[src/rtl/rv_isa_pkg.sv]
// RV64I encodings used by the decoder, branch unit and stage register
package rv_isa_pkg;

  typedef enum logic [6:0] {
    OP_LUI    = 7'b0110111,
    OP_AUIPC  = 7'b0010111,
    OP_JAL    = 7'b1101111,
    OP_JALR   = 7'b1100111,
    OP_BRANCH = 7'b1100011,
    OP_LOAD   = 7'b0000011,
    OP_STORE  = 7'b0100011,
    OP_IMM    = 7'b0010011,
    OP_OP     = 7'b0110011,
    OP_IMM_32 = 7'b0011011,
    OP_32     = 7'b0111011
  } opcode_e;

  // values follow funct3
  typedef enum logic [2:0] {
    BR_BEQ  = 3'b000,
    BR_BNE  = 3'b001,
    BR_BLT  = 3'b100,
    BR_BGE  = 3'b101,
    BR_BLTU = 3'b110,
    BR_BGEU = 3'b111
  } br_func_e;

  typedef enum logic [3:0] {
    ALU_ADD, ALU_SUB, ALU_SLL, ALU_SLT, ALU_SLTU, ALU_XOR,
    ALU_SRL, ALU_SRA, ALU_OR, ALU_AND,
    ALU_PASS2 // lui, result is source 2
  } alu_op_e;

  localparam logic [31:0] NOP_INST = 32'h00000013; // addi x0, x0, 0

endpackage
[src/rtl/id_pkg.sv]
// decode stage bus widths and structs, shared by the stage, its submodules and the testbench
package id_pkg;

  localparam int XLEN        = 64;
  localparam int INST_WD     = 32;
  localparam int GPR_ADDR_WD = 5;

  typedef logic [XLEN-1:0]        word_t;
  typedef logic [GPR_ADDR_WD-1:0] gpr_addr_t;

  typedef enum logic [1:0] {JUMP_NONE, JUMP_JAL, JUMP_JALR} jump_e;
  typedef enum logic [1:0] {SRC2_RS2, SRC2_IMM, SRC2_FOUR} src2_sel_e;

  typedef struct packed {
    logic [INST_WD-1:0] inst;
    word_t              pc;
  } fd_bus_t;

  typedef struct packed {
    logic      en;
    gpr_addr_t addr;
    word_t     data;
  } wb_bus_t;

  // rd of 0 means no forward
  typedef struct packed {
    gpr_addr_t rd;
    word_t     result;
  } bypass_bus_t;

  typedef struct packed {
    logic  taken; // sel and target != pc in fetch
    logic  sel;
    word_t target;
  } br_bus_t;

  typedef struct packed {
    logic                alu_src1_sel; // 1 selects pc
    src2_sel_e           alu_src2_sel;
    logic                word_cut;     // 32-bit op, sign-extend result
    rv_isa_pkg::alu_op_e alu_op;
    logic                gpr_wen;
    logic                mem_ren;
    logic                mem_wen;
    logic [2:0]          mem_op;       // funct3 of load/store
    logic                br_en;
    rv_isa_pkg::br_func_e br_func;
    jump_e               jump;
    logic                load_sel;
    logic                invalid;
  } id_ctrl_t;

  typedef struct packed {
    logic                load_sel;
    word_t               rs1_data;
    word_t               rs2_data;
    word_t               imm;
    word_t               pc;
    gpr_addr_t           rd;
    logic                alu_src1_sel;
    src2_sel_e           alu_src2_sel;
    logic                word_cut;
    rv_isa_pkg::alu_op_e alu_op;
    logic                gpr_wen;
    logic                mem_ren;
    logic                mem_wen;
    logic [2:0]          mem_op;
    logic                invalid;
  } de_bus_t;

endpackage

[src/rtl/id_operand_bypass.sv]
// operand forwarding from execute, memory and write-back plus load-use stall detect
`timescale 1ns/1ps

module id_operand_bypass (
  input  id_pkg::gpr_addr_t   i_rs1,
  input  id_pkg::gpr_addr_t   i_rs2,
  input  id_pkg::word_t       i_rf_rdata1,
  input  id_pkg::word_t       i_rf_rdata2,
  input  id_pkg::bypass_bus_t i_es,
  input  id_pkg::bypass_bus_t i_ms,
  input  id_pkg::bypass_bus_t i_ws,
  input  logic                i_es_load_sel,
  output id_pkg::word_t       o_rs1_data,
  output id_pkg::word_t       o_rs2_data,
  output logic                o_load_stall
);

  import id_pkg::*;

  // youngest producer first
  function automatic word_t pick(input gpr_addr_t rs, input word_t rf_data,
                                 input bypass_bus_t es, input bypass_bus_t ms,
                                 input bypass_bus_t ws);
    word_t data;
    if ((es.rd != '0) && (es.rd == rs))      data = es.result;
    else if ((ms.rd != '0) && (ms.rd == rs)) data = ms.result;
    else if ((ws.rd != '0) && (ws.rd == rs)) data = ws.result;
    else                                     data = rf_data;
    return data;
  endfunction

  assign o_rs1_data = pick(i_rs1, i_rf_rdata1, i_es, i_ms, i_ws);
  assign o_rs2_data = pick(i_rs2, i_rf_rdata2, i_es, i_ms, i_ws);

  // load result not ready until it reaches memory stage
  assign o_load_stall = i_es_load_sel && (i_es.rd != '0) &&
                        ((i_es.rd == i_rs1) || (i_es.rd == i_rs2));

endmodule

[config.mk]
export PLATFORM = sky130hd
export DESIGN_NAME = id_operand_bypass
export DESIGN_NICKNAME = d
export VERILOG_FILES = /design/src/rtl/rv_isa_pkg.sv /design/src/rtl/id_pkg.sv /design/src/rtl/id_operand_bypass.sv
export SDC_FILE = /design/constraint.sdc
export NUM_CORES = 1
export LEC_CHECK = 0
export BUFFER_PORTS_ARGS = -buffer_cell sky130_fd_sc_hd__buf_2
export CORE_AREA = 2 2 187 189
export DETAILED_ROUTE_END_ITERATION = 12
export DIE_AREA = 0 0 189 191
export GPL_TIMING_DRIVEN = 0
export SYNTH_ARGS = -nofsm -noshare
export SYNTH_HDL_FRONTEND = slang
export SYNTH_SLANG_ARGS = --single-unit
[constraint.sdc]
create_clock -name vclk -period 1.75
set_clock_uncertainty 0.15 [all_clocks]
set_input_delay 0.35 -clock vclk [all_inputs]
set_output_delay 0.35 -clock vclk [all_outputs]
set_load 0.01 [all_outputs]
Word-level counts from Yosys, hierarchy flattened
Cells that the tools add are included.
{ "op_classes": {"n_eq_ne": 6, "reduce_logical": 12, "mux": 6} }
{ "op_table": {"columns": ["cell", "n"], "rows": [
  ["$mux W64", 6],
  ["$eq A5 B5 Y1", 6],
  ["$reduce_bool A5 Y1", 3],
  ["$logic_and A1 B1 Y1", 8],
  ["$logic_or A1 B1 Y1", 1]
]} }
{ "word_totals": {"register_bits": 0, "output_inout_bits": 129, "inputBits": 346, "elab_cells": 24} }

Longest topological paths before layout
{ "logic_depth": {"word_depth": 5, "mapped_depth": 7, "mapped_depth_nobuf": 5} }

Worst setup path after synthesis
OpenSTA, ideal clock, no wires.
{ "synth_path": {"kind": "input-to-output", "start": "input port i_ws[67] in the netlist's numbering", "end": "output port o_rs2_data[10]", "stages": 6, "path_slack_ns": -0.269, "arrival_time_ns": 1.519, "t_required_ns": 1.250, "path_buffers": 1, "path_cell_list": "xor2_1 > nor2_1 > nand4_2 > clkbuf_1 > o221a_1 > o21ai_1"} }
{ "synth_between": {"elab_chain_cells": 5, "word_cells_on_any_way": 6, "classes_between": "eq/ne: 1; mux: 3; reduce/logical: 2"} }
{ "synth_lines": {"columns": ["item", "line", "text"], "rows": [
  ["start: declaration", "id_operand_bypass.sv:11", "input id_pkg::bypass_bus_t i_ws,"],
  ["$eq A5 B5 Y1 or $reduce_bool A5 Y1 (tied branches)", "id_operand_bypass.sv:27", "else if ((ws.rd != '0) && (ws.rd == rs)) data = ws.result;"],
  ["$logic_and A1 B1 Y1 (*)", "id_operand_bypass.sv:27", null],
  ["$mux W64 (*)", "id_operand_bypass.sv:27", null],
  ["$mux W64 (*)", "id_operand_bypass.sv:26", "else if ((ms.rd != '0) && (ms.rd == rs)) data = ms.result;"],
  ["$mux W64 (*)", "id_operand_bypass.sv:25", "if ((es.rd != '0) && (es.rd == rs)) data = es.result;"],
  ["end: declaration", "id_operand_bypass.sv:14", "output id_pkg::word_t o_rs2_data,"]
]} }
Every way passes the cells marked *; elsewhere a longest branch is shown, timed or not.

Worst setup path after layout
{ "layout_path": {"start": "input port i_ws[64] in the netlist's numbering", "end": "output port o_rs2_data[26]"} }
Same word-level chain as after synthesis.

==> metrics.md <==
| Metric | Value |
|---|---|
| Largest family of logic cells by synthesized area | compound AO/OA/AOI/OAI gates |
| Worst slew pin tran | 0.232 ns |
| Clock buffers | 0 |
| Setup ws final | -0.691 ns |
| Area grow syn2layout | 115% |
| Final hold violations | 0 |
| Mapped cell area | 4840 µm² |
| Synth top area share | 28.1% |
| Worst Hold Margin | 0.850 ns |
| Cells after Synth | 851 |
| # setup viols final | 129 |
| Ports | 475 |
| Comb pwr share | 100.0% |
| CP startpoint kind | input port |
| Synth warn | 0 |
| Final worst path period share | 139% |
| Sw Ratio | 51.3% |
| Die W | 189 µm |
| Synthesized area per cell | 5.69 µm² |
| PortBufs | 475 |
| Seq Cell Count | 0 |
| Failing checks | setup timing |
| Placer Congestion | 0.997 |
| Mux contribution to synthesized area | 0% |
| Yosys cell types | 19 |
| Xor/xnor share of the synthesized area | 5.42% |
| Die area | 36100 µm² |
| Pwr Total | 2.80 mW |
| Post-DP HPWL | 29.2 mm |
| Via count | 9044 |
| Share of cells above drive strength 1 | 59.7% |
| 1st-iter DRT viols | 522 |
| Total GRT Usage | 18.9% |
| VDD IR max | 0.000126 V |
| Post-Syn Nets | 1197 |
| Critical path type | in -> out |
| Min Tclk post-route | 2.44 ns |
| Met3 routed WL | 3.58 mm |
| Register Area | 0 µm² |
| P_sw | 1.43 mW |
| P per Cell Area | 269 nW/µm² |
| Crit end category | output pin |
| Critical Path Fanout Max | 6 |
| Pre-CTS WS | -1.51 ns |
| Area share of fa/ha/maj cells after synthesis | 0% |
| Outcome | complete, but fails checks |
| Wire per inst | 22.3 µm |
| FP Rows | 68 |
| Worst min-delay path class | in -> out |
| First-pass GRT wire length | 52.6 mm |
| Vias in the first global route | 8789 |
| Static leakage | 5.26 nW |
| Placed Area | 8120 µm² |
| Post-synthesis simple-gate area fraction | 18.1% |
| DIE HEIGHT | 191 µm |
| Clock network power share | 0% |
| GRT Residual Overflow | 0 |
| Post-route cell area | 10400 µm² |
| Post-route ant nets | 0 |
| Drt pass-1 iters | 5 |
| Met2 WL post-DR | 19.9 mm |
| Seq/Total Area, Yosys | 0% |
| Count of pins over their slew limit | 0 |
| Sequential Power Share | 0% |
| Wl on met1 | 15.7 mm |
| CORE AREA | 34100 µm² |
| CP arrival | 1.94 ns |
| CP required | 1.25 ns |
| Hold_buf cts | 0 |
| Avg Vias per Cell | 4.95 |
| Worst slew margin | 84.5% |
| DRC | 0 |
| Largest net degree at the start of global routing | 11 |
| Synth area leader | o221a_1 |
| DRT Wirelength | 40.7 mm |
| Compound-gate portion of the synthesized area | 56.4% |
| Initial antenna violation count | 3 |
| Max Cap Viol | 0 |
| Nets | 1721 |
| N_diodes | 0 |
| Fmax | 0.410 GHz |
| Initial core utilization | 14.2% |
| Top Layer Used | met5 |
| Ranking of synthesized cells by area | o221a_1 28%, nand2_1 15%, o21ai_1 14%, o21ai_0 13%, inv_1 9.9% |
| Internal | 1.36 mW |
| RSZ-0062 raised after global routing | yes |
## what timing repair did
| action | CTS | global route |
|---|---|---|
| pin swaps | 39 | 116 |
| gates cloned | 3 | 26 |
| gates resized for setup | 269 | 275 |
| buffers inserted | 8 | 11 |
| setup endpoints to repair | 129 | 129 |
## final timing paths
kind	start	endpoint	slack, ns	depth (start not counted)
max	i_ws[64]	o_rs2_data[26]	-0.69	9
min	i_es[36]	o_rs2_data[36]	0.85	4
## critical path, cell delays in order
cell and delay [ns]:
buf_12 0.11, nor3_4 0.17, nand2_2 0.09, and4b_2 0.28
buf_12 0.17, buf_8 0.14, o221a_1 0.22, o21ai_2 0.20
buf_2 0.17
## logic make-up (layout without fill, tap and decap cells)
family | Yosys count | in the layout
AOI/OAI and AO/OA | 385 | 385
xor gates and xnor gates | 30 | 30
buffers and inverters | 217 | 739
and+or+nand+nor | 219 | 219
## stage by stage
step           cells  util, %  setup TNS (ns)
2_1_floorplan    851        -          -27.02
3_3_place_gp    1781     23.8         -164.00
3_5_place_dp    1781     23.8         -160.45
4_1_cts         1792     26.1          -75.27
5_1_grt         1828     30.5          -86.07
6_report        1828     30.5          -79.50
## area by class of cell
type                       instances  area (µm²)
timing repair buffer             523        3380
multi-input combinational        634        4720
tap                              455         569
inverter                         128         480
buffer                            88        1260
fill                            3746       23700
## synth_stat cells, drive strengths merged
| cell | count |
|---|---|
| o21ai | 256 |
| nand2 | 197 |
| inv | 128 |
| o221a | 128 |
| buf | 56 |
| clkbuf | 33 |
| xor2 | 16 |
| xnor2 | 14 |
| nor3 | 7 |
| nand4 | 6 |
| nor2 | 5 |
| and4 | 2 |
| and4b | 2 |
| a21boi | 1 |
## power groups by stage
stage	sequential, mW	clock [mW]	combinational (mW)
floorplan	0	0	1.16
global placement	0	0	2.26
detailed placement	0	0	2.27
CTS	0	0	2.45
global route	0	0	2.96
finish	0	0	2.80
## routing by layer
metal / track usage (%) / vias up
li1: - / 4093
met1: 22.9 / 4247
met2: 32.6 / 595
met3: 3.71 / 105
met4: 7.96 / 4
met5: 0 / -
## cells in the final DEF, fill, tap and decap left out, drive strengths merged
cell	count
a21boi	1
clkbuf	38
xnor2	14
inv	128
nand2	197
o21ai	256
nor2	5
o221a	128
xor2	16
nand4	6
nor3	7
buf	573
and4	2
and4b	2
Note: power is estimated with default switching activity, not from simulation.
