## src/rtl/rv_isa_pkg.sv

```systemverilog
// RV64I encodings used by the decoder, branch unit and stage register
package rv_isa_pkg;

  typedef enum logic [6:0] {
    OP_LUI    = 7'b0110111,
    OP_AUIPC  = 7'b0010111,
    OP_JAL    = 7'b1101111,
    OP_JALR   = 7'b1100111,
    OP_BRANCH = 7'b1100011,
    OP_LOAD   = 7'b0000011,
    OP_STORE  = 7'b0100011,
    OP_IMM    = 7'b0010011,
    OP_OP     = 7'b0110011,
    OP_IMM_32 = 7'b0011011,
    OP_32     = 7'b0111011
  } opcode_e;

  // values follow funct3
  typedef enum logic [2:0] {
    BR_BEQ  = 3'b000,
    BR_BNE  = 3'b001,
    BR_BLT  = 3'b100,
    BR_BGE  = 3'b101,
    BR_BLTU = 3'b110,
    BR_BGEU = 3'b111
  } br_func_e;

  typedef enum logic [3:0] {
    ALU_ADD, ALU_SUB, ALU_SLL, ALU_SLT, ALU_SLTU, ALU_XOR,
    ALU_SRL, ALU_SRA, ALU_OR, ALU_AND,
    ALU_PASS2 // lui, result is source 2
  } alu_op_e;

  localparam logic [31:0] NOP_INST = 32'h00000013; // addi x0, x0, 0

endpackage
```

## src/rtl/id_pkg.sv

```systemverilog
// decode stage bus widths and structs, shared by the stage, its submodules and the testbench
package id_pkg;

  localparam int XLEN        = 64;
  localparam int INST_WD     = 32;
  localparam int GPR_ADDR_WD = 5;

  typedef logic [XLEN-1:0]        word_t;
  typedef logic [GPR_ADDR_WD-1:0] gpr_addr_t;

  typedef enum logic [1:0] {JUMP_NONE, JUMP_JAL, JUMP_JALR} jump_e;
  typedef enum logic [1:0] {SRC2_RS2, SRC2_IMM, SRC2_FOUR} src2_sel_e;

  typedef struct packed {
    logic [INST_WD-1:0] inst;
    word_t              pc;
  } fd_bus_t;

  typedef struct packed {
    logic      en;
    gpr_addr_t addr;
    word_t     data;
  } wb_bus_t;

  // rd of 0 means no forward
  typedef struct packed {
    gpr_addr_t rd;
    word_t     result;
  } bypass_bus_t;

  typedef struct packed {
    logic  taken; // sel and target != pc in fetch
    logic  sel;
    word_t target;
  } br_bus_t;

  typedef struct packed {
    logic                alu_src1_sel; // 1 selects pc
    src2_sel_e           alu_src2_sel;
    logic                word_cut;     // 32-bit op, sign-extend result
    rv_isa_pkg::alu_op_e alu_op;
    logic                gpr_wen;
    logic                mem_ren;
    logic                mem_wen;
    logic [2:0]          mem_op;       // funct3 of load/store
    logic                br_en;
    rv_isa_pkg::br_func_e br_func;
    jump_e               jump;
    logic                load_sel;
    logic                invalid;
  } id_ctrl_t;

  typedef struct packed {
    logic                load_sel;
    word_t               rs1_data;
    word_t               rs2_data;
    word_t               imm;
    word_t               pc;
    gpr_addr_t           rd;
    logic                alu_src1_sel;
    src2_sel_e           alu_src2_sel;
    logic                word_cut;
    rv_isa_pkg::alu_op_e alu_op;
    logic                gpr_wen;
    logic                mem_ren;
    logic                mem_wen;
    logic [2:0]          mem_op;
    logic                invalid;
  } de_bus_t;

endpackage

```

## src/rtl/id_branch_unit.sv

```systemverilog
// branch and jump resolution in decode, drives the redirect bus back to fetch
`timescale 1ns/1ps

module id_branch_unit (
  input  logic             i_issue,
  input  id_pkg::id_ctrl_t i_ctrl,
  input  id_pkg::word_t    i_pc,
  input  id_pkg::word_t    i_imm,
  input  id_pkg::word_t    i_rs1_data,
  input  id_pkg::word_t    i_rs2_data,
  input  id_pkg::word_t    i_fetch_pc,
  output id_pkg::br_bus_t  o_br_bus
);

  import id_pkg::*;
  import rv_isa_pkg::*;

  logic  cond;
  logic  sel;
  word_t target;

  always_comb begin
    case (i_ctrl.br_func)
      BR_BEQ:  cond = (i_rs1_data == i_rs2_data);
      BR_BNE:  cond = (i_rs1_data != i_rs2_data);
      BR_BLT:  cond = ($signed(i_rs1_data) <  $signed(i_rs2_data));
      BR_BGE:  cond = ($signed(i_rs1_data) >= $signed(i_rs2_data));
      BR_BLTU: cond = (i_rs1_data <  i_rs2_data);
      BR_BGEU: cond = (i_rs1_data >= i_rs2_data);
      default: cond = 1'b0;
    endcase
  end

  assign target = (i_ctrl.jump == JUMP_JALR) ? ((i_rs1_data + i_imm) & ~64'd1)
                                             : (i_pc + i_imm);

  assign sel = i_issue && ((i_ctrl.jump != JUMP_NONE) || (i_ctrl.br_en && cond));

  // fetch already on target means nothing to flush
  assign o_br_bus = '{taken:  sel && (target != i_fetch_pc),
                      sel:    sel,
                      target: target};

endmodule

```

## config.mk

```make
export PLATFORM = sky130hd
export DESIGN_NAME = id_branch_unit
export DESIGN_NICKNAME = d
export VERILOG_FILES = /design/src/rtl/rv_isa_pkg.sv /design/src/rtl/id_pkg.sv /design/src/rtl/id_branch_unit.sv
export SDC_FILE = /design/constraint.sdc
export NUM_CORES = 1
export LEC_CHECK = 0
export ABC_AREA = 1
export BUFFER_PORTS_ARGS = -buffer_cell sky130_fd_sc_hd__buf_4
export CAP_MARGIN = 40
export CORE_ASPECT_RATIO = 0.75
export CORE_MARGIN = 2
export CORE_UTILIZATION = 40
export DETAILED_ROUTE_END_ITERATION = 12
export GPL_ROUTABILITY_DRIVEN = 0
export GPL_TIMING_DRIVEN = 1
export PLACE_DENSITY = 0.7
export SETUP_SLACK_MARGIN = 0.1
export SLEW_MARGIN = 5
export SYNTH_ARGS = -nofsm -noshare
export SYNTH_HDL_FRONTEND = slang
export SYNTH_SLANG_ARGS = --single-unit
export TNS_END_PERCENT = 20
```

## constraint.sdc

```tcl
create_clock -name vclk -period 4.7
set_input_delay 0.94 -clock vclk [all_inputs]
set_output_delay 0.94 -clock vclk [all_outputs]
set_load 0.03 [all_outputs]
```

# Yosys cells after proc, flatten, opt, wreduce, memory -nomap -nowiden

Cells that the tools add are included.

Register bits after elaboration: 0
Bits of input ports: 343
Output and inout bits: 66
Word-level logic and storage cells: 23

Add/subtract/negate cells: 2
Magnitude comparators: 4
Equal/unequal tests: 9
Muxes and demuxes: 2
Reductions and logical operators: 6

Operators with widths:

| kind                                                 | number |
|---|---|
| adder 64 bit                                         | 2 |
| greater-or-equal comparator 64 bit                   | 2 |
| < comparator 64 bit                                  | 2 |
| inequality test 64 bit                               | 2 |
| equality test 64 bit                                 | 1 |
| 2-to-1 mux 64 bit                                    | 1 |
| equality test 3 bit (second input constant)          | 4 |
| case mux 1 bit (6 select lines)                      | 1 |
| equality test 3 x 1 -> 1 bit (second input constant) | 1 |
| logical AND 1 bit                                    | 3 |
| logical NOT 3 bit                                    | 1 |
| equality test 2 bit (second input constant)          | 1 |
| nonzero test 2 bit                                   | 1 |
| logical OR 1 bit                                     | 1 |

# Logic depth before layout (Yosys ltp)

Depth in word-level cells: 6
Depth in mapped cells: 24
Depth with buffers taken out: 24

# Least setup slack after synthesis

Ideal clock, no wire load.

Kind: input port to output port
Start point: input i_rs1_data[0]
End point: output o_br_bus[65] (netlist bit)
Arrival: 3513 ps
Required time: 3760 ps
Slack: 247 ps
Cell stages on the path: 19
Buffers on the path: 0
Path through: nand2_1 > inv_1 > fa_1 > inv_1 > o21ai_0 > nor2_1 > nand3b_1 > nor2_1 > nand3_1 > nor2_1 > nand3_1 > nor2_1 > nand3_1 > nor2_1 > nand2_1 > nor2_1 > nand2_1 > nor2_1 > nor2_1

RTL lines:

| what            | RTL line             | source |
|---|---|---|
| start, declared | id_branch_unit.sv:9  | `input id_pkg::word_t i_rs1_data,` |
| end, declared   | id_branch_unit.sv:12 | `output id_pkg::br_bus_t o_br_bus` |

==> results_dict.tcl <==
set metrics [dict create \
    hold_viol 0 \
    max_freq_ghz 0.2153 \
    yosys.area_share.xor_xnor 0.003959 \
    drv_slew 0 \
    drive_gt1_frac 0.2550 \
    hold_buffers 0 \
    drt_iter0_markers 2732 \
    path_cells "buf_8 -> ha_4 -> fa_2 -> buf_6 -> nand2_1 -> nand3_2 -> nand2_2 -> nand2_1 -> nand2_2 -> nand2_2 -> buf_4 -> nand2_1 -> nand2_1 -> nand2_1 -> nand3_2 -> nand3b_1 -> nand2_1 -> nor2_1 -> nand2_1 -> nor2_2 -> nand3_2 -> nor2_2 -> nor2_1 -> buf_4" \
    firstDrtPassIters 7 \
    met3_length_mm 10.79 \
    core_area_mm2 0.03824 \
    syn-num-nets 3868 \
    synth_cell_types 37 \
    antenna_found_initial 8 \
    outcome "completed" \
    drt-total-wl_mm 76.80 \
    critPathKind "in2out" \
    ys_warn_count 0 \
    worst_slew_pin_slew_ns 0.8115 \
    drc 0 \
    initial_utilization 0.4049 \
    grt.overflow.total 0 \
    highest-signal-layer "met5" \
    maxCapViolCount 0 \
    postRouteAntennaNets 0 \
    cp_top_family "simple AND/OR/NAND/NOR gates" \
    fin_tns_setup_ns 0 \
    leakage_nw 13.56 \
    grt_pass1_wl_mm 108.1 \
    ir_drop_uv 63.44 \
    grt_max_degree 54 \
    syn_to_final_growth_pct 44.24 \
    slew_headroom 0.4590 \
    clock_buffers 0 \
    via_per_inst 5.226 \
    rsz0062_at_grt "true" \
    worstPathMaxFanout 3 \
    die_w_um 231.2 \
    hpwlAfterDp_mm 66.04 \
    dr_wl_met2_mm 30.89 \
    worstPathRequired_ns 3.76 \
    hold_class "in2out" \
    powerDensity_mw_per_mm2 145.6 \
    nFlopsAndLatches 0 \
    die_h_um 174.4 \
    port_buffers 393 \
    ys_seq_area_frac 0 \
    vias 22840 \
    cp_slowest_cell "fa_2" \
    cp.arrival_ns 3.70 \
    avgSynthCellArea_um2 4.645 \
    syn_area_mm2 0.01549 \
    synth_top_family_by_area "simple AND/OR/NAND/NOR gates" \
    grt_use_total 0.3483 \
    max_stage_delay_ns 0.41 \
    critPathMostFrequentCell "nand2_1" \
    fin_crit_sh 0.9883 \
    synth_compound_area_frac 0.07684 \
    wl_met1_mm 31.37 \
    startpoint_type "input pin" \
    regArea_um2 0 \
    yosys-mux-area-fraction 0 \
    grt_pass1_vias 19660 \
    yosys.area_share.adder 0.1553 \
    min_period_ns 4.645 \
    end_kind "output port" \
    final_util 0.5840 \
    wl_per_cell_um 17.57 \
    cp_num_buf_inv 4 \
    syn_inst 3334 \
    synth-simple-area-share 0.5699 \
    die_area_mm2 0.04032 \
    nets 4387 \
    fp-row-count 62 \
    io_pins 409 \
    finalSetupViolCount 0 \
]
-- synth_stat cells, types with 2 or more instances --
master,n,share of area
nand2_1,1372,0.33
inv_1,773,0.19
nand3_1,344,0.11
nor2_1,242,0.059
ha_1,189,0.15
a21oi_1,153,0.049
o21ai_0,40,0.013
nand3b_1,36,0.017
nand4_1,34,0.014
nor3_1,28,0.0090
o21bai_1,16,0.0078
nand2_2,12,0.0048
nor2_2,12,0.0048
nand3_2,9,0.0058
nor4_1,8,0.0032
inv_2,7,0.0017
buf_1,6,0.0015
and2_1,5,0.0020
clkbuf_1,5,0.0012
or2_2,5,0.0020
buf_2,4,0.0013
nor3_2,4,0.0026
o21a_1,4,0.0019
xor2_1,4,0.0023
a21o_1,3,0.0015
o211ai_1,3,0.0015
xnor2_1,3,0.0017
and3_1,2,0.00081
clkinv_1,2,0.00048
fa_1,2,0.0026
-- final timing paths --
path / start / to / slack [ns] / cells after the start
hold / removal: i_issue / o_br_bus[64] / 2.29 / 4
setup / recovery: i_imm[0] / o_br_bus[65] / 0.06 / 24
-- per-stage QoR --
| stage | cells | total power [mW] | hold slack [ns] | worst slack, ns | cell area (µm²) |
|---|---|---|---|---|---|
| after floorplan | 3334 | 1.654 | 2.068 | 0.2471 | 15490 |
| after global placement | 4351 | 2.768 | 2.341 | -0.05689 | 20000 |
| after detailed placement | 4351 | 2.795 | 2.339 | -0.1588 | 20000 |
| after CTS | 4354 | 2.835 | 2.314 | 0.1007 | 20230 |
| after global routing | 4370 | 3.494 | 2.283 | -0.09032 | 22340 |
| final | 4370 | 3.252 | 2.286 | 0.05518 | 22340 |
-- placed cells by master (no fill, tap or decap), types with 63 or more instances in the layout --
master   count
nand3_1    268
buf_4      526
inv_1      764
nand3_2     76
ha_1        91
nor2_1     176
a21oi_1    129
nand2_2    104
nand2_1   1269
nor2_2      63
ha_4        72
-- final cells by class --
class | instances | area, µm²
fillers | 3884 | 15910
multi-input cells | 2536 | 14690
repair buffers | 533 | 4049
inverters | 782 | 2935
well taps | 512 | 640.6
diodes | 7 | 17.52
-- cells by family after synthesis --
| family | count (synthesis) |
|---|---|
| adders and majority gates | 191 |
| and+or+nand+nor | 2115 |
| buffers and inverters | 798 |
| AOI/OAI and AO/OA | 223 |
| xor gates and xnor gates | 7 |
-- power by group --
| part | internal [mW] | total [mW] | switching (mW) | leakage, nW |
|---|---|---|---|---|
| Sequential | 0 | 0 | 0 | 0 |
| Clock | 0.000000199 | 0.000000199 | 0 | 0.0000444 |
| Combinational | 1.24 | 3.25 | 2.01 | 13.6 |
-- metal layers --
layer	vias up	GRT usage
met1	10090	0.4999
met2	1292	0.4987
met4	2	0.1417
met3	195	0.07349
li1	11260	-
met5	-	0
-- timing repair --
item | 4_1_cts | 5_1_grt
endpoints found under the setup margin | 2 | 2
resized for setup | 51 | 453
pin swaps | 18 | 100
setup buffers | 3 | 9
Note: power is estimated with default switching activity, not from simulation.
