`src/rtl/rv_isa_pkg.sv`:
```
// RV64I encodings used by the decoder, branch unit and stage register
package rv_isa_pkg;

  typedef enum logic [6:0] {
    OP_LUI    = 7'b0110111,
    OP_AUIPC  = 7'b0010111,
    OP_JAL    = 7'b1101111,
    OP_JALR   = 7'b1100111,
    OP_BRANCH = 7'b1100011,
    OP_LOAD   = 7'b0000011,
    OP_STORE  = 7'b0100011,
    OP_IMM    = 7'b0010011,
    OP_OP     = 7'b0110011,
    OP_IMM_32 = 7'b0011011,
    OP_32     = 7'b0111011
  } opcode_e;

  // values follow funct3
  typedef enum logic [2:0] {
    BR_BEQ  = 3'b000,
    BR_BNE  = 3'b001,
    BR_BLT  = 3'b100,
    BR_BGE  = 3'b101,
    BR_BLTU = 3'b110,
    BR_BGEU = 3'b111
  } br_func_e;

  typedef enum logic [3:0] {
    ALU_ADD, ALU_SUB, ALU_SLL, ALU_SLT, ALU_SLTU, ALU_XOR,
    ALU_SRL, ALU_SRA, ALU_OR, ALU_AND,
    ALU_PASS2 // lui, result is source 2
  } alu_op_e;

  localparam logic [31:0] NOP_INST = 32'h00000013; // addi x0, x0, 0

endpackage
```
`src/rtl/id_pkg.sv`:
```
// decode stage bus widths and structs, shared by the stage, its submodules and the testbench
package id_pkg;

  localparam int XLEN        = 64;
  localparam int INST_WD     = 32;
  localparam int GPR_ADDR_WD = 5;

  typedef logic [XLEN-1:0]        word_t;
  typedef logic [GPR_ADDR_WD-1:0] gpr_addr_t;

  typedef enum logic [1:0] {JUMP_NONE, JUMP_JAL, JUMP_JALR} jump_e;
  typedef enum logic [1:0] {SRC2_RS2, SRC2_IMM, SRC2_FOUR} src2_sel_e;

  typedef struct packed {
    logic [INST_WD-1:0] inst;
    word_t              pc;
  } fd_bus_t;

  typedef struct packed {
    logic      en;
    gpr_addr_t addr;
    word_t     data;
  } wb_bus_t;

  // rd of 0 means no forward
  typedef struct packed {
    gpr_addr_t rd;
    word_t     result;
  } bypass_bus_t;

  typedef struct packed {
    logic  taken; // sel and target != pc in fetch
    logic  sel;
    word_t target;
  } br_bus_t;

  typedef struct packed {
    logic                alu_src1_sel; // 1 selects pc
    src2_sel_e           alu_src2_sel;
    logic                word_cut;     // 32-bit op, sign-extend result
    rv_isa_pkg::alu_op_e alu_op;
    logic                gpr_wen;
    logic                mem_ren;
    logic                mem_wen;
    logic [2:0]          mem_op;       // funct3 of load/store
    logic                br_en;
    rv_isa_pkg::br_func_e br_func;
    jump_e               jump;
    logic                load_sel;
    logic                invalid;
  } id_ctrl_t;

  typedef struct packed {
    logic                load_sel;
    word_t               rs1_data;
    word_t               rs2_data;
    word_t               imm;
    word_t               pc;
    gpr_addr_t           rd;
    logic                alu_src1_sel;
    src2_sel_e           alu_src2_sel;
    logic                word_cut;
    rv_isa_pkg::alu_op_e alu_op;
    logic                gpr_wen;
    logic                mem_ren;
    logic                mem_wen;
    logic [2:0]          mem_op;
    logic                invalid;
  } de_bus_t;

endpackage

```
`src/rtl/id_decoder.sv`:
```
// combinational RV64I decoder, instruction word to register fields, immediate and control
`timescale 1ns/1ps

module id_decoder (
  input  logic [id_pkg::INST_WD-1:0] i_inst,
  output id_pkg::gpr_addr_t          o_rs1,
  output id_pkg::gpr_addr_t          o_rs2,
  output id_pkg::gpr_addr_t          o_rd,
  output id_pkg::word_t              o_imm,
  output id_pkg::id_ctrl_t           o_ctrl
);

  import id_pkg::*;
  import rv_isa_pkg::*;

  function automatic alu_op_e alu_of(input logic [2:0] f3, input logic alt);
    alu_op_e op;
    case (f3)
      3'b000:  op = alt ? ALU_SUB : ALU_ADD;
      3'b001:  op = ALU_SLL;
      3'b010:  op = ALU_SLT;
      3'b011:  op = ALU_SLTU;
      3'b100:  op = ALU_XOR;
      3'b101:  op = alt ? ALU_SRA : ALU_SRL;
      3'b110:  op = ALU_OR;
      default: op = ALU_AND;
    endcase
    return op;
  endfunction

  opcode_e    opcode;
  logic [2:0] funct3;
  logic [6:0] funct7;
  word_t      imm_i, imm_s, imm_b, imm_u, imm_j;
  logic       use_rs1, use_rs2;
  logic       bad;

  assign opcode = opcode_e'(i_inst[6:0]);
  assign funct3 = i_inst[14:12];
  assign funct7 = i_inst[31:25];

  assign imm_i = {{52{i_inst[31]}}, i_inst[31:20]};
  assign imm_s = {{52{i_inst[31]}}, i_inst[31:25], i_inst[11:7]};
  assign imm_b = {{51{i_inst[31]}}, i_inst[31], i_inst[7], i_inst[30:25], i_inst[11:8], 1'b0};
  assign imm_u = {{32{i_inst[31]}}, i_inst[31:12], 12'b0};
  assign imm_j = {{43{i_inst[31]}}, i_inst[31], i_inst[19:12], i_inst[20], i_inst[30:21], 1'b0};

  // unused source fields read as x0 so they never stall
  assign o_rd  = i_inst[11:7];
  assign o_rs1 = use_rs1 ? i_inst[19:15] : '0;
  assign o_rs2 = use_rs2 ? i_inst[24:20] : '0;

  always_comb begin
    o_ctrl  = '0;
    o_imm   = '0;
    bad     = 1'b0;
    use_rs1 = 1'b0;
    use_rs2 = 1'b0;
    case (opcode)
      OP_LUI, OP_AUIPC: begin
        o_ctrl.alu_src1_sel = (opcode == OP_AUIPC);
        o_ctrl.alu_src2_sel = SRC2_IMM;
        o_ctrl.alu_op       = (opcode == OP_LUI) ? ALU_PASS2 : ALU_ADD;
        o_ctrl.gpr_wen      = 1'b1;
        o_imm               = imm_u;
      end
      OP_JAL, OP_JALR: begin // link value pc + 4
        use_rs1             = (opcode == OP_JALR);
        o_ctrl.alu_src1_sel = 1'b1;
        o_ctrl.alu_src2_sel = SRC2_FOUR;
        o_ctrl.gpr_wen      = 1'b1;
        o_ctrl.jump         = (opcode == OP_JAL) ? JUMP_JAL : JUMP_JALR;
        o_imm               = (opcode == OP_JAL) ? imm_j : imm_i;
        bad                 = (opcode == OP_JALR) && (funct3 != 3'b000);
      end
      OP_BRANCH: begin
        use_rs1        = 1'b1;
        use_rs2        = 1'b1;
        o_ctrl.br_en   = 1'b1;
        o_ctrl.br_func = br_func_e'(funct3);
        o_imm          = imm_b;
        bad            = (funct3 == 3'b010) || (funct3 == 3'b011);
      end
      OP_LOAD: begin
        use_rs1             = 1'b1;
        o_ctrl.alu_src2_sel = SRC2_IMM;
        o_ctrl.gpr_wen      = 1'b1;
        o_ctrl.mem_ren      = 1'b1;
        o_ctrl.load_sel     = 1'b1;
        o_ctrl.mem_op       = funct3;
        o_imm               = imm_i;
        bad                 = (funct3 == 3'b111);
      end
      OP_STORE: begin
        use_rs1             = 1'b1;
        use_rs2             = 1'b1;
        o_ctrl.alu_src2_sel = SRC2_IMM;
        o_ctrl.mem_wen      = 1'b1;
        o_ctrl.mem_op       = funct3;
        o_imm               = imm_s;
        bad                 = funct3[2];
      end
      OP_IMM, OP_IMM_32: begin
        use_rs1             = 1'b1;
        o_ctrl.alu_src2_sel = SRC2_IMM;
        o_ctrl.word_cut     = (opcode == OP_IMM_32);
        o_ctrl.gpr_wen      = 1'b1;
        o_ctrl.alu_op       = alu_of(funct3, (funct3 == 3'b101) && i_inst[30]);
        o_imm               = imm_i;
        if (opcode == OP_IMM) begin // 6-bit shamt
          if (funct3 == 3'b001) bad = (i_inst[31:26] != 6'b0);
          if (funct3 == 3'b101) bad = (i_inst[31:26] != 6'b0) && (i_inst[31:26] != 6'b010000);
        end else begin
          case (funct3)
            3'b000:  bad = 1'b0;
            3'b001:  bad = (funct7 != 7'b0);
            3'b101:  bad = (funct7 != 7'b0) && (funct7 != 7'b0100000);
            default: bad = 1'b1;
          endcase
        end
      end
      OP_OP, OP_32: begin
        use_rs1             = 1'b1;
        use_rs2             = 1'b1;
        o_ctrl.alu_src2_sel = SRC2_RS2;
        o_ctrl.word_cut     = (opcode == OP_32);
        o_ctrl.gpr_wen      = 1'b1;
        o_ctrl.alu_op       = alu_of(funct3, i_inst[30]);
        bad = !((funct7 == 7'b0) ||
                ((funct7 == 7'b0100000) && ((funct3 == 3'b000) || (funct3 == 3'b101))));
        if ((opcode == OP_32) && (funct3 != 3'b000) && (funct3 != 3'b001) && (funct3 != 3'b101))
          bad = 1'b1;
      end
      default: bad = 1'b1;
    endcase
    if (bad) begin
      o_ctrl.gpr_wen  = 1'b0;
      o_ctrl.mem_ren  = 1'b0;
      o_ctrl.mem_wen  = 1'b0;
      o_ctrl.br_en    = 1'b0;
      o_ctrl.jump     = JUMP_NONE;
      o_ctrl.load_sel = 1'b0;
    end
    o_ctrl.invalid = bad;
  end

endmodule

```
`config.mk`:
```
export PLATFORM = sky130hd
export DESIGN_NAME = id_decoder
export DESIGN_NICKNAME = d
export VERILOG_FILES = /design/src/rtl/rv_isa_pkg.sv /design/src/rtl/id_pkg.sv /design/src/rtl/id_decoder.sv
export SDC_FILE = /design/constraint.sdc
export NUM_CORES = 1
export LEC_CHECK = 0
export BUFFER_PORTS_ARGS = -buffer_cell sky130_fd_sc_hd__buf_4
export CELL_PAD_IN_SITES_DETAIL_PLACEMENT = 0
export CELL_PAD_IN_SITES_GLOBAL_PLACEMENT = 1
export CORE_MARGIN = 4
export CORE_UTILIZATION = 21
export DETAILED_ROUTE_END_ITERATION = 10
export PLACE_DENSITY = 0.81
export SLEW_MARGIN = 10
export SYNTH_ARGS = -nofsm -noshare
export SYNTH_HDL_FRONTEND = slang
export SYNTH_SLANG_ARGS = --single-unit
```
`constraint.sdc`:
```
create_clock -name vclk -period 2.65
set_clock_uncertainty 0.2 [all_clocks]
set_input_delay 0.265 -clock vclk [all_inputs]
set_output_delay 0.265 -clock vclk [all_outputs]
set_load 0.03 [all_outputs]
```
# == After elaboration in Yosys (flattened, before gate mapping) ==
# Cells that the tools add are included.
# classes
eq_ne,23
muxes,33
reduce_logical,27
# op_table
cell,count
$pmux W64 S5,1
$pmux W4 S7,2
$eq A7 B6 Y1 const B,5
$eq A7 B5 Y1 const B,3
$eq A7 B7 Y1 const B,3
$mux W20,1
$mux W1,13
$eq A3 B3 Y1 const B,4
$pmux W4 S3,1
$mux W5,2
$reduce_or A2 Y1,5
$mux W3,3
$reduce_or A9 Y1,1
$logic_and A1 B1 Y1,8
$mux W4,2
$eq A7 B2 Y1 const B,1
$logic_not A7 Y1,1
$ne A7 B6 Y1 const B,1
$pmux W1 S7,1
$reduce_bool A7 Y1,1
$reduce_or A7 Y1,1
$eq A3 B2 Y1 const B,2
$ne A6 B5 Y1 const B,1
$pmux W1 S2,3
other kinds (14),17
# totals
reg_bits,0
in_bits,32
output_inout_bits,101
wordCells,83

# == Longest topological paths before layout ==
# logic_depth
depth_word,8
depth_mapped,7
depth_no_buf,5

# == Worst setup path after synthesis ==
# Ideal clock, no wire load.
# synth_timing
kind,input -> output
from,input i_inst[4] (netlist bit)
to,output o_imm[32]
arrival_time_ns,2.798
required_time_ns,2.185
setup_slack_ns,-0.613
stages,6
n_path_buf,2
cell_sequence,clkbuf_1 nor2b_1 a2111oi_0 a21oi_1 nor2_1 buf_4
# synth_between
elab_chain_len,3
elab_cells_between_ends,13
cone_classes,eq/ne (9); mux (1); reduce/logical (3)
# synth_lines
element,line,rtl
from (decl),id_decoder.sv:5,"input logic [id_pkg::INST_WD-1:0] i_inst,"
"$eq A7 B5 Y1, or another cell as far along",id_decoder.sv:59,case (opcode)
$reduce_or A3 Y1 (no source line) / $reduce_or A2 Y1 (equally long branches),-,
$pmux W64 S5 *,id_decoder.sv:59,
to (decl),id_decoder.sv:9,"output id_pkg::word_t o_imm,"
# Mark *: on every way between the ends. The rest lies on a longest branch, timed or not.

# == Worst setup path after layout ==
# layout_timing
from,input i_inst[2] (netlist bit)
to,output o_imm[3]
# Same word-level chain as after synthesis.

==> flow_results.xml <==
<?xml version="1.0" encoding="UTF-8"?>
<metrics>
  <group name="outcome">
    <metric name="status" unit="">complete, no violations</metric>
  </group>
  <group name="global_route">
    <metric name="number_of_global_route_vias_before_repair" unit="">1511</metric>
    <metric name="antenna_found_initial" unit="">0</metric>
    <metric name="grt.overflow.total" unit="">0</metric>
    <metric name="grtUsageTotal" unit="%">12.3</metric>
    <metric name="grt_first_pass_wirelength" unit="µm">7800</metric>
    <metric name="grt_max_degree" unit="">34</metric>
  </group>
  <group name="power">
    <metric name="combinational_share_of_power" unit="%">100.0</metric>
    <metric name="seq_power_share" unit="%">0</metric>
    <metric name="power_leakage" unit="nW">1.25</metric>
    <metric name="clockPowerShare" unit="%">0</metric>
    <metric name="totalPowerFinal" unit="mW">0.274</metric>
    <metric name="power.share.switching" unit="%">60.1</metric>
    <metric name="internal_power" unit="mW">0.109</metric>
    <metric name="vdd_drop_max" unit="V">0.0000400</metric>
    <metric name="switching_power" unit="mW">0.165</metric>
    <metric name="power-per-cell-area" unit="mW/mm²">131</metric>
  </group>
  <group name="die">
    <metric name="num_io_pins" unit="">133</metric>
    <metric name="start_util" unit="%">21.9</metric>
    <metric name="die-area" unit="mm²">0.00762</metric>
    <metric name="dieWidth" unit="µm">87.3</metric>
    <metric name="num_rows" unit="">28</metric>
    <metric name="design.core.area" unit="mm²">0.00603</metric>
    <metric name="die_height" unit="µm">87.3</metric>
  </group>
  <group name="sta">
    <metric name="timing.final.ws_setup" unit="ps">243</metric>
    <metric name="headroom_to_the_max_slew_limit" unit="%">65.4</metric>
    <metric name="fmax" unit="GHz">0.415</metric>
    <metric name="slew_violations" unit="">0</metric>
    <metric name="hold_viol" unit="">0</metric>
    <metric name="period_share" unit="%">90.8</metric>
    <metric name="fin_crit" unit="ps">2410</metric>
    <metric name="grt_setup_unrepaired" unit="">false</metric>
    <metric name="timing.setup.tns" unit="ps">0</metric>
    <metric name="timing.final.setup_violations" unit="">0</metric>
    <metric name="worstMarginPinSlew" unit="ps">517</metric>
  </group>
  <group name="critical_path">
    <metric name="crit_path_max_incr_delay" unit="ps">370</metric>
    <metric name="startpoint" unit="">i_inst[2]</metric>
    <metric name="crit_slowest_cell" unit="">nor4_2</metric>
    <metric name="crit_path_cell_trace" unit="">buf_4, or2_2, nor4_2, a31oi_1, o22ai_1, a22o_1, buf_4</metric>
    <metric name="cp.required" unit="ps">2180</metric>
    <metric name="cp.buffers_inverters" unit="">2</metric>
    <metric name="cp-start-kind" unit="">input pin</metric>
    <metric name="cp_max_fo" unit="">13</metric>
    <metric name="crit_top_cell" unit="">buf_4</metric>
    <metric name="critical_path.endpoint_type" unit="">output pin</metric>
    <metric name="critical_path_arrival" unit="ps">1940</metric>
    <metric name="worst-setup-path-type" unit="">input pin to output pin</metric>
    <metric name="cpLargestDelayFamily" unit="">simple AND/OR/NAND/NOR gates</metric>
  </group>
  <group name="route">
    <metric name="route.vias.total" unit="">1698</metric>
    <metric name="routed_via_density" unit="">4.68</metric>
    <metric name="drt-total-wl" unit="µm">5280</metric>
    <metric name="post_drt_wl_per_cell" unit="µm">14.5</metric>
    <metric name="drc_errors" unit="">0</metric>
    <metric name="dr.first_iter.drc_count" unit="">218</metric>
    <metric name="drt_first_pass_iters" unit="">4</metric>
    <metric name="antenna_left" unit="">0</metric>
  </group>
  <group name="flow_run">
    <metric name="drv_cap" unit="">0</metric>
  </group>
  <group name="finish">
    <metric name="design.final.nets" unit="">322</metric>
    <metric name="synthToLayoutAreaGrowth" unit="%">58.4</metric>
    <metric name="multiInputGateArea" unit="µm²">931</metric>
    <metric name="seqCellArea" unit="µm²">0</metric>
    <metric name="antenna_cells_inserted" unit="">0</metric>
    <metric name="share_of_cells_above_drive_strength_1" unit="%">53.5</metric>
    <metric name="n_clock_buffer" unit="">0</metric>
    <metric name="final-instance-count-excl-fill" unit="">363</metric>
    <metric name="sequential_cell_count_of_the_final_layout" unit="">0</metric>
    <metric name="fill_cells" unit="">658</metric>
  </group>
  <group name="logic_synthesis">
    <metric name="yosys-top-cells-count" unit="">buf_4 (42), a21o_1 (19), nor2_1 (17)</metric>
    <metric name="yosysWarningCount" unit="">0</metric>
    <metric name="synth_top_family_by_area" unit="">simple AND/OR/NAND/NOR gates</metric>
    <metric name="syn-num-nets" unit="">232</metric>
    <metric name="synth_compound_area_share" unit="%">29.0</metric>
    <metric name="most_common_cell_in_the_netlist" unit="">buf_4</metric>
    <metric name="synth_top_cell_by_area" unit="">buf_4</metric>
    <metric name="netlist_area" unit="mm²">0.00132</metric>
    <metric name="top_area_cell_type_share_of_the_netlist_area" unit="%">23.9</metric>
    <metric name="synth.lib_cells_used.distinct" unit="">46</metric>
    <metric name="netlist_top_cells_area" unit="">buf_4 (24%), a21o_1 (11%), and2_1 (7.6%)</metric>
    <metric name="synth-simple-area-share" unit="%">40.1</metric>
    <metric name="yosys.area_share.adder" unit="%">0</metric>
    <metric name="syn_area_per_cell" unit="µm²">6.60</metric>
    <metric name="synthesis.instances" unit="">200</metric>
    <metric name="muxShareOfSynthArea" unit="%">0.758</metric>
    <metric name="synth_sequential_area_ratio" unit="%">0</metric>
    <metric name="synthXorXnorAreaFrac" unit="%">0</metric>
  </group>
  <group name="placed_design">
    <metric name="place.port_buffers" unit="">133</metric>
    <metric name="preCtsSetupSlack" unit="ps">213</metric>
    <metric name="post-dp-hpwl" unit="µm">4440</metric>
    <metric name="gp_congestion" unit="">0.923</metric>
    <metric name="place.detailed.instances" unit="">363</metric>
  </group>
  <group name="hold_path">
    <metric name="hold_path.class" unit="">input pin to output pin</metric>
    <metric name="hold_start" unit="">i_inst[8]</metric>
  </group>
  <group name="clock_network">
    <metric name="cts-resized-gates" unit="">0</metric>
    <metric name="ctsHoldBuffers" unit="">0</metric>
    <metric name="cts.repair_timing.setup_buffer_count" unit="">0</metric>
  </group>
</metrics>
[power groups by stage]
stage          sequential, mW  clock [mW]  combinational [mW]
6_report                    0           0               0.274
2_1_floorplan               0           0               0.184
5_1_grt                     0           0               0.294
3_3_place_gp                0           0               0.274
4_1_cts                     0           0               0.275
3_5_place_dp                0           0               0.275
[cells by family after synthesis]
kind of cell,after synthesis
mux,1
buf+inv,56
compound gates,53
simple gates,90
[stage by stage]
| step | instance area [µm²] | utilization [%] | hold slack, ps |
|---|---|---|---|
| 2_1_floorplan | 1330 | - | 462 |
| 3_3_place_gp | 2090 | 34.7 | 559 |
| 3_5_place_dp | 2090 | 34.7 | 559 |
| 4_1_cts | 2090 | 34.7 | 559 |
| 5_1_grt | 2090 | 34.7 | 564 |
| 6_report | 2090 | 34.7 | 558 |
[metal layers]
metal | vias to the layer above | wire, µm | share of wire (%) | track usage, %
li1 | 842 | - | - | -
met1 | 773 | 2030 | 38 | 15.7
met2 | 81 | 2800 | 53 | 23.4
met3 | 2 | 431 | 8.2 | 0.662
met4 | 0 | 21 | 0.40 | 0.558
met5 | - | 0 | 0 | 0
[final timing paths]
kind                        to  cells past startpoint  slack [ps]
worst max-delay path  o_imm[3]                      7         240
worst min-delay path   o_rd[1]                      2         560
[layout by cell type (no fill, tap or decap), drive strengths merged, types with 3 or more instances in the layout]
cell / instances
a21o: 20
a21oi: 6
a22o: 5
and2: 17
and3: 5
buf: 140
inv: 4
nand2: 12
nand2b: 3
nand3: 5
nor2: 18
nor2b: 4
nor3: 9
o21ai: 7
o22ai: 3
or2: 4
or3: 3
[final cells by class]
type                       instances  share of cell area, %
inverter                           4                  0.718
multi-input combinational        144                   44.5
tap                               75                   4.49
timing repair buffer             140                   50.3
Note: power is estimated with default switching activity, not from simulation.
